## config.mk

```make
export PLATFORM = sky130hd
export DESIGN_NAME = ncpu32k_irq_subsys
export DESIGN_NICKNAME = d
export VERILOG_FILES = /design/src/source/ncpu32k_pkg.sv /design/src/source/ncpu32k_irqc.sv /design/src/source/ncpu32k_msr_file.sv /design/src/source/ncpu32k_irq_entry.sv /design/src/source/ncpu32k_irq_subsys.sv
export SDC_FILE = /design/constraint.sdc
export NUM_CORES = 1
export LEC_CHECK = 0
export ABC_AREA = 1
export ABC_CLOCK_PERIOD_IN_PS = 2900
export BUFFER_PORTS_ARGS = -buffer_cell sky130_fd_sc_hd__buf_2
export CORE_UTILIZATION = 54
export DETAILED_ROUTE_END_ITERATION = 8
export PLACE_DENSITY = 0.8
export SETUP_SLACK_MARGIN = 0.1
export SLEW_MARGIN = 10
export SYNTH_ARGS = -nofsm -noshare
export SYNTH_HDL_FRONTEND = slang
export SYNTH_SLANG_ARGS = --single-unit
export TNS_END_PERCENT = 50
```

## constraint.sdc

```tcl
create_clock -name clk -period 2.9 [get_ports clk]
set_input_delay 0.435 -clock clk [delete_from_list [all_inputs] [get_ports clk]]
set_output_delay 0.435 -clock clk [all_outputs]
set_load 0.02 [all_outputs]
```

## src/source/ncpu32k_pkg.sv

```systemverilog
// Shared constants for the interrupt and machine-state block
// Imported by wildcard in each RTL module header

package ncpu32k_pkg;

   // Machine word width
   localparam int unsigned ncpu_dw = 32;

   // Number of interrupt lines
   // Must not exceed the word width
   localparam int unsigned ncpu_nirq = 32;

   // Register address width
   localparam int unsigned msr_addr_w = 4;

   // Register map
   localparam logic [msr_addr_w-1:0] msr_addr_psr  = msr_addr_w'(0);
   localparam logic [msr_addr_w-1:0] msr_addr_epsr = msr_addr_w'(1);
   localparam logic [msr_addr_w-1:0] msr_addr_epc  = msr_addr_w'(2);
   localparam logic [msr_addr_w-1:0] msr_addr_imr  = msr_addr_w'(3);
   // IRR is read only
   localparam logic [msr_addr_w-1:0] msr_addr_irr  = msr_addr_w'(4);

   // Implemented PSR bits
   // Upper bits read back as zero
   localparam int unsigned psr_w = 8;

   // Interrupt enable
   localparam int unsigned psr_ire_bit = 0;
   // Kernel mode
   localparam int unsigned psr_rm_bit = 1;

   // Out of reset
   // Interrupts off and kernel mode on
   localparam logic [psr_w-1:0] psr_reset = psr_w'(1 << psr_rm_bit);

   // Interrupt handler entry address
   localparam logic [ncpu_dw-1:0] irq_vector = 32'h0000_0100;

endpackage

```

## src/source/ncpu32k_irqc.sv

```systemverilog
// Interrupt controller with level synchroniser and mask register
// Produces the gated request used by the entry unit

module ncpu32k_irqc
   import ncpu32k_pkg::*;
(
   input  logic                 clk,
   input  logic                 rst_n,
   // Level interrupts
   // May be asynchronous
   input  logic [ncpu_nirq-1:0] irqs_lvl,
   input  logic                 psr_ire,
   // Mask write port from the MSR file
   input  logic                 imr_we,
   input  logic [ncpu_dw-1:0]   imr_nxt,
   output logic [ncpu_dw-1:0]   imr,
   output logic [ncpu_dw-1:0]   irr,
   output logic                 irq_sync
);

   logic [ncpu_nirq-1:0] irr_s0;
   logic [ncpu_nirq-1:0] irr_s1;
   logic [ncpu_dw-1:0]   imr_q;
   logic [ncpu_nirq-1:0] irq_masked;

   // Two flop synchroniser
   // Line change shows in irr after two edges
   always_ff @(posedge clk) begin
      if (!rst_n) begin
         irr_s0 <= '0;
         irr_s1 <= '0;
      end else begin
         irr_s0 <= irqs_lvl;
         irr_s1 <= irr_s0;
      end
   end

   // Mask register
   // All lines masked out of reset
   always_ff @(posedge clk) begin
      if (!rst_n) begin
         imr_q <= '1;
      end else if (imr_we) begin
         imr_q <= imr_nxt;
      end
   end

   // Bypass so a mask write counts this cycle
   assign imr = imr_we ? imr_nxt : imr_q;

   // Zero extend pending lines to word width
   assign irr = ncpu_dw'(irr_s1);

   // Pending and unmasked
   assign irq_masked = irr_s1 & ~imr[ncpu_nirq-1:0];

   // Gate with global enable
   assign irq_sync = (|irq_masked) & psr_ire;

endmodule

```

## src/source/ncpu32k_msr_file.sv

```systemverilog
// Machine-state registers PSR, EPSR and EPC with the register read mux
// Applies interrupt entry and return updates from the entry unit
// Routes IMR writes to the interrupt controller

module ncpu32k_msr_file
   import ncpu32k_pkg::*;
(
   input  logic                  clk,
   input  logic                  rst_n,
   // Register access from the core
   input  logic [msr_addr_w-1:0] msr_addr,
   input  logic [ncpu_dw-1:0]    msr_wdat,
   input  logic                  msr_we,
   output logic [ncpu_dw-1:0]    msr_rdat,
   // IMR and IRR live in the irqc
   output logic                  imr_we,
   output logic [ncpu_dw-1:0]    imr_nxt,
   input  logic [ncpu_dw-1:0]    imr,
   input  logic [ncpu_dw-1:0]    irr,
   // Entry and return strobes
   input  logic                  take_irq,
   input  logic                  take_eret,
   input  logic [ncpu_dw-1:0]    commit_npc,
   output logic                  psr_ire,
   output logic [ncpu_dw-1:0]    epc
);

   logic [psr_w-1:0]   psr_q;
   logic [psr_w-1:0]   epsr_q;
   logic [ncpu_dw-1:0] epc_q;

   logic               psr_we;
   logic               epsr_we;
   logic               epc_we;
   logic [psr_w-1:0]   psr_entry;

   // Write decode
   assign psr_we  = msr_we && (msr_addr == msr_addr_psr);
   assign epsr_we = msr_we && (msr_addr == msr_addr_epsr);
   assign epc_we  = msr_we && (msr_addr == msr_addr_epc);

   // IMR write goes straight through
   // Not blocked by an entry in the same cycle
   assign imr_we  = msr_we && (msr_addr == msr_addr_imr);
   assign imr_nxt = msr_wdat;

   // PSR seen by the handler
   // Interrupts off and kernel mode on
   always_comb begin
      psr_entry = psr_q;
      psr_entry[psr_ire_bit] = 1'b0;
      psr_entry[psr_rm_bit]  = 1'b1;
   end

   // PSR
   // Entry and return take priority over a write
   always_ff @(posedge clk) begin
      if (!rst_n) begin
         psr_q <= psr_reset;
      end else if (take_irq) begin
         psr_q <= psr_entry;
      end else if (take_eret) begin
         // Restore saved status
         psr_q <= epsr_q;
      end else if (psr_we) begin
         psr_q <= msr_wdat[psr_w-1:0];
      end
   end

   // EPSR
   // Saves PSR on entry
   always_ff @(posedge clk) begin
      if (!rst_n) begin
         epsr_q <= '0;
      end else if (take_irq) begin
         epsr_q <= psr_q;
      end else if (epsr_we) begin
         epsr_q <= msr_wdat[psr_w-1:0];
      end
   end

   // EPC
   // Return address is the next instruction at the boundary
   always_ff @(posedge clk) begin
      if (!rst_n) begin
         epc_q <= '0;
      end else if (take_irq) begin
         epc_q <= commit_npc;
      end else if (epc_we) begin
         epc_q <= msr_wdat;
      end
   end

   assign psr_ire = psr_q[psr_ire_bit];
   assign epc     = epc_q;

   // Read mux
   // Unmapped addresses read zero
   always_comb begin
      case (msr_addr)
         msr_addr_psr:  msr_rdat = ncpu_dw'(psr_q);
         msr_addr_epsr: msr_rdat = ncpu_dw'(epsr_q);
         msr_addr_epc:  msr_rdat = epc_q;
         // Bypassed mask from the irqc
         msr_addr_imr:  msr_rdat = imr;
         msr_addr_irr:  msr_rdat = irr;
         default:       msr_rdat = '0;
      endcase
   end

endmodule

```

## src/source/ncpu32k_irq_entry.sv

```systemverilog
// Interrupt entry and exception return control
// Decides at each reported boundary and drives the registered redirect

module ncpu32k_irq_entry
   import ncpu32k_pkg::*;
(
   input  logic               clk,
   input  logic               rst_n,
   // Instruction boundary from the core
   input  logic               commit_valid,
   // Return instruction
   input  logic               eret_valid,
   // Gated request from the irqc
   input  logic               irq_sync,
   // Return target held in the MSR file
   input  logic [ncpu_dw-1:0] epc,
   // Update strobes to the MSR file
   output logic               take_irq,
   output logic               take_eret,
   // Redirect to the fetch stage
   output logic               exc_flush,
   output logic [ncpu_dw-1:0] exc_target
);

   logic               flush_nxt;
   logic [ncpu_dw-1:0] target_nxt;

   // Take only at a boundary
   // An eret in the same cycle blocks the interrupt
   assign take_irq = commit_valid & irq_sync & ~eret_valid;

   // Return is always honoured
   assign take_eret = eret_valid;

   // Either event redirects the core
   assign flush_nxt = take_irq | take_eret;

   // Redirect address
   // EPC is sampled before the MSR file updates it
   always_comb begin
      if (take_irq) begin
         target_nxt = irq_vector;
      end else begin
         target_nxt = epc;
      end
   end

   // One cycle flush pulse
   always_ff @(posedge clk) begin
      if (!rst_n) begin
         exc_flush <= 1'b0;
      end else begin
         exc_flush <= flush_nxt;
      end
   end

   // Target only loads with a flush
   // Holds its value otherwise
   always_ff @(posedge clk) begin
      if (flush_nxt) begin
         exc_target <= target_nxt;
      end
   end

endmodule

```

## src/source/ncpu32k_irq_subsys.sv

```systemverilog
// Top level of the interrupt and machine-state block
// Wires the irqc, the MSR file and the entry unit together

module ncpu32k_irq_subsys
   import ncpu32k_pkg::*;
(
   input  logic                  clk,
   input  logic                  rst_n,
   // Asynchronous interrupt levels
   input  logic [ncpu_nirq-1:0]  irqs_lvl,
   // Register access
   input  logic [msr_addr_w-1:0] msr_addr,
   input  logic [ncpu_dw-1:0]    msr_wdat,
   input  logic                  msr_we,
   output logic [ncpu_dw-1:0]    msr_rdat,
   // Boundary and return strobes
   input  logic                  commit_valid,
   input  logic [ncpu_dw-1:0]    commit_npc,
   input  logic                  eret_valid,
   // Status and redirect
   output logic                  irq_sync,
   output logic                  exc_flush,
   output logic [ncpu_dw-1:0]    exc_target
);

   // Mask write path
   logic               imr_we;
   logic [ncpu_dw-1:0] imr_nxt;
   // Readback from the irqc
   logic [ncpu_dw-1:0] imr;
   logic [ncpu_dw-1:0] irr;
   // Global enable from PSR
   logic               psr_ire;
   // Entry unit to MSR file
   logic               take_irq;
   logic               take_eret;
   logic [ncpu_dw-1:0] epc;

   // Synchroniser and mask
   ncpu32k_irqc irqc_inst (
      .clk       (clk),
      .rst_n     (rst_n),
      .irqs_lvl  (irqs_lvl),
      .psr_ire   (psr_ire),
      .imr_we    (imr_we),
      .imr_nxt   (imr_nxt),
      .imr       (imr),
      .irr       (irr),
      .irq_sync  (irq_sync)
   );

   // Status registers and read port
   ncpu32k_msr_file msr_file_inst (
      .clk        (clk),
      .rst_n      (rst_n),
      .msr_addr   (msr_addr),
      .msr_wdat   (msr_wdat),
      .msr_we     (msr_we),
      .msr_rdat   (msr_rdat),
      .imr_we     (imr_we),
      .imr_nxt    (imr_nxt),
      .imr        (imr),
      .irr        (irr),
      .take_irq   (take_irq),
      .take_eret  (take_eret),
      .commit_npc (commit_npc),
      .psr_ire    (psr_ire),
      .epc        (epc)
   );

   // Take decision and redirect
   ncpu32k_irq_entry irq_entry_inst (
      .clk          (clk),
      .rst_n        (rst_n),
      .commit_valid (commit_valid),
      .eret_valid   (eret_valid),
      .irq_sync     (irq_sync),
      .epc          (epc),
      .take_irq     (take_irq),
      .take_eret    (take_eret),
      .exc_flush    (exc_flush),
      .exc_target   (exc_target)
   );

endmodule

```

==> out/qor.csv <==
stage,metric,value,unit
floorplanning,core_area,13400,um^2
critical_path,reg2reg_from,irqc_inst.imr_q[28]$_SDFF_PN1_,
floorplanning,dieHeight,120,um
global_route,grt_usage,0.287,
routing,drtIter0Drc,927,
floorplanning,die_w,120,um
finish,num-fill-cells,1115,
floorplanning,rows,42,
cts,ctsLongestPathBuffers,2,
timing,rsz0062_at_grt,false,
yosys,ys_seq_area_frac,0.513,
yosys,synthCells,954,
placement,dp_slack,0.133,ns
finish,nets,1212,
global_route,gr-total-overflow,0,
yosys,ys_top_cells_by_count,"273 x nand2_1, 145 x dfxtp_1, 140 x nand3_1",
timing,setup_viol,0,
yosys,ys_warn_count,0,
yosys,synth_edf_count,32,
finish,diodes,0,
yosys,post_synth.cell_area_avg,7.90,um^2
critical_path,reg2reg_slack,1.01,ns
global_route,grt_max_degree,94,
yosys,synth_area_leaders,"dfxtp_1 39%, nand2_1 14%, edfxtp_1 13%, nand3_1 9.3%, inv_1 6.5%",
global_route,antenna_found_initial,0,
routing,ant_nets,0,
yosys,ys_seq_elements,177,
yosys,yosysMostFrequentCell,nand2_1,
routing,vias,6912,
cts,ctsHtreeMaxLevel,4,
timing,max_slew.worst_pin.slew,0.597,ns
finish,final_cells,1295,
critical_path,r2r_cells,12,
routing,post-route-drc-count,0,
global_route,grt_pass1_vias,6023,
placement,io_buffers,170,
placement,dp.cells,1264,
yosys,async_reset_ff_frac,0,
flow_run,drv_cap,0,
routing,wl,20100,um
power,pwr_density_cell,607,nW/um^2
yosys,netlist.area_leader.share,0.385,
yosys,synth.cell_area,7530,um^2
cts,cts-root-buf,clkbuf_16,
routing,drtPass1Iterations,5,
global_route,grt_pass1_wl,31300,um
critical_path,end_kind,output pin,
min_path,holdPathStages,3,
timing,worst_clock_skew,0.0116,ns
yosys,ys_types,28,
cts,cts_hold_buf,0,
yosys,synth_top_flop_cell,dfxtp_1,
status,status,"complete, no violations",
critical_path,arrival,2.27,ns
min_path,hold_class,input port to register,
power,ir_drop,0.452,mV
cts,clkLatencyLatePin,0.43,ns
finish,syn2layout_area_growth,22.0,%
critical_path,worstPathMaxFanout,20,
floorplanning,die_area,14400,um^2
critical_path,required,2.47,ns
timing,fmax,370,MHz
yosys,yosys.area.top_type,dfxtp_1,
timing,relSlewSlack,0.598,
floorplanning,start_util,0.562,
routing,via_per_inst,5.34,
placement,place.detailed.hpwl,14600,um
cts,clk_pin_slew,0.06,ns
critical_path,crit_path_start,msr_addr[3],
timing,drv_slew,0,
cts,cts_tree,built,
cts,cts_sinks,177,
critical_path,endpoint,msr_rdat[16],
timing,setup_tns,0,ns
floorplanning,ioPinCount,171,
timing,post-route-min-period,2.70,ns
placement,routabilityCongestion,0.947,
critical_path,worstSetupStartpointType,input port,
cts,numCtsBuffers,17,
critical_path,reg2reg_to,msr_file_inst.epc[14]$_SDFFE_PN0P_,
timing,fin_crit_sh,0.931,
timing,setup_slack,0.200,ns
power,leakage,5.00,nW
yosys,synth_nets,1059,
routing,wire_per_inst,15.5,um
timing,hold_viol,0,
critical_path,crit_type,input port to output pin,
finish,drive_above_1_share,0.205,
## sequential cells by signal, summed over array words and instances, names as in the netlist
signal / flops
irqc_inst.imr_q: 32
msr_file_inst.epc: 32
irqc_inst.irr_s0: 32
irq_entry_inst.exc_flush: 1
msr_file_inst.epsr_q: 8
irq_entry_inst.exc_target: 32
irqc_inst.irr: 32
msr_file_inst.psr_q: 8
## through the flow
stage | util | power (mW) | instance area (um^2) | hold WS, ns
6_report | 0.686 | 5.57 | 9190 | 0.181
5_1_grt | 0.686 | 5.75 | 9190 | 0.186
4_1_cts | 0.686 | 5.58 | 9190 | 0.169
3_5_place_dp | 0.638 | 3.17 | 8550 | 0.396
3_3_place_gp | 0.638 | 3.17 | 8550 | 0.394
2_1_floorplan | - | 2.96 | 7530 | 0.390
## cells in the final DEF, fill, tap and decap left out
cell type | Yosys | final
nor3_2 | 0 | 1
edfxtp_1 | 32 | 32
inv_6 | 0 | 3
nor2_1 | 18 | 16
o21ai_1 | 1 | 1
buf_12 | 0 | 5
nand3_1 | 140 | 140
nand4_1 | 9 | 9
a21boi_1 | 0 | 1
clkinv_1 | 1 | 1
clkbuf_16 | 0 | 19
a221oi_1 | 7 | 7
nor3_1 | 3 | 2
a221o_1 | 24 | 24
a21boi_0 | 24 | 23
clkbuf_8 | 0 | 1
clkinvlp_4 | 0 | 2
nand2_1 | 273 | 273
nand3_4 | 1 | 1
clkbuf_1 | 29 | 1
clkinv_2 | 1 | 1
bufinv_16 | 0 | 3
inv_4 | 1 | 3
buf_2 | 18 | 169
nand4_4 | 1 | 1
nor2_2 | 1 | 3
o211ai_1 | 4 | 4
inv_1 | 131 | 131
a21oi_1 | 32 | 32
buf_4 | 0 | 14
mux2i_1 | 6 | 6
dfxtp_1 | 145 | 145
o21ai_0 | 35 | 35
a22o_1 | 7 | 7
nand2_2 | 3 | 3
## cell type report
| cell class | instances | area [um^2] | share of cell area |
|---|---|---|---|
| Inverter | 134 | 507 | 0.0551 |
| Clock buffer | 21 | 493 | 0.0536 |
| Clock inverter | 10 | 144 | 0.0157 |
| Sequential cell | 177 | 3860 | 0.420 |
| Multi-Input combinational cell | 589 | 2910 | 0.317 |
| Timing Repair Buffer | 188 | 1050 | 0.114 |
| Tap cell | 176 | 220 | 0.0240 |
## layer usage
layer  vias up  global-route usage  share of wire
met5         -                   0              0
met4         0               0.123          0.030
met3        43              0.0798           0.11
met2       405               0.406           0.42
met1      3047               0.407           0.44
li1       3417                   -              -
## worst min path at each step
stage	start	to	slack (ns)
5_1_grt	irqs_lvl[25]	irqc_inst.irr_s0[25]$_SDFF_PN0_	0.19
3_5_place_dp	irqc_inst.irr_s0[23]$_SDFF_PN0_	irqc_inst.irr[23]$_SDFF_PN0_	0.40
3_3_place_gp	irqc_inst.irr_s0[13]$_SDFF_PN0_	irqc_inst.irr[13]$_SDFF_PN0_	0.39
4_1_cts	irqs_lvl[25]	irqc_inst.irr_s0[25]$_SDFF_PN0_	0.17
2_1_floorplan	irqc_inst.irr_s0[0]$_SDFF_PN0_	irqc_inst.irr[0]$_SDFF_PN0_	0.39
6_report	irqs_lvl[25]	irqc_inst.irr_s0[25]$_SDFF_PN0_	0.18
## where the power goes
group | switching [mW] | internal [mW] | total, mW
clock | 0.960 | 1.49 | 2.45
combinational | 0.305 | 0.169 | 0.474
sequential | 0.0511 | 2.60 | 2.66
total | 1.32 | 4.26 | 5.57
## what timing repair did
action / 4_1_cts / 5_1_grt
endpoints found under the setup margin: 0 / 1
setup buffers: 0 / 0
gates resized for setup: 0 / 1
## worst max-delay path, stage by stage
cell     delay [ns]
buf_2          0.12
nor2_1         0.24
buf_4          0.23
nand3_1        0.15
inv_1          0.34
buf_4          0.34
a221o_1        0.23
buf_2          0.17
## cell families after synthesis
family / count (synthesis) / synth area share
DFF: 177 / 0.513
muxes: 6 / 0.00797
AOI/OAI and AO/OA: 134 / 0.121
buffers and inverters: 188 / 0.102
and+or+nand+nor: 449 / 0.256
Power figures use the tool's default switching activity.
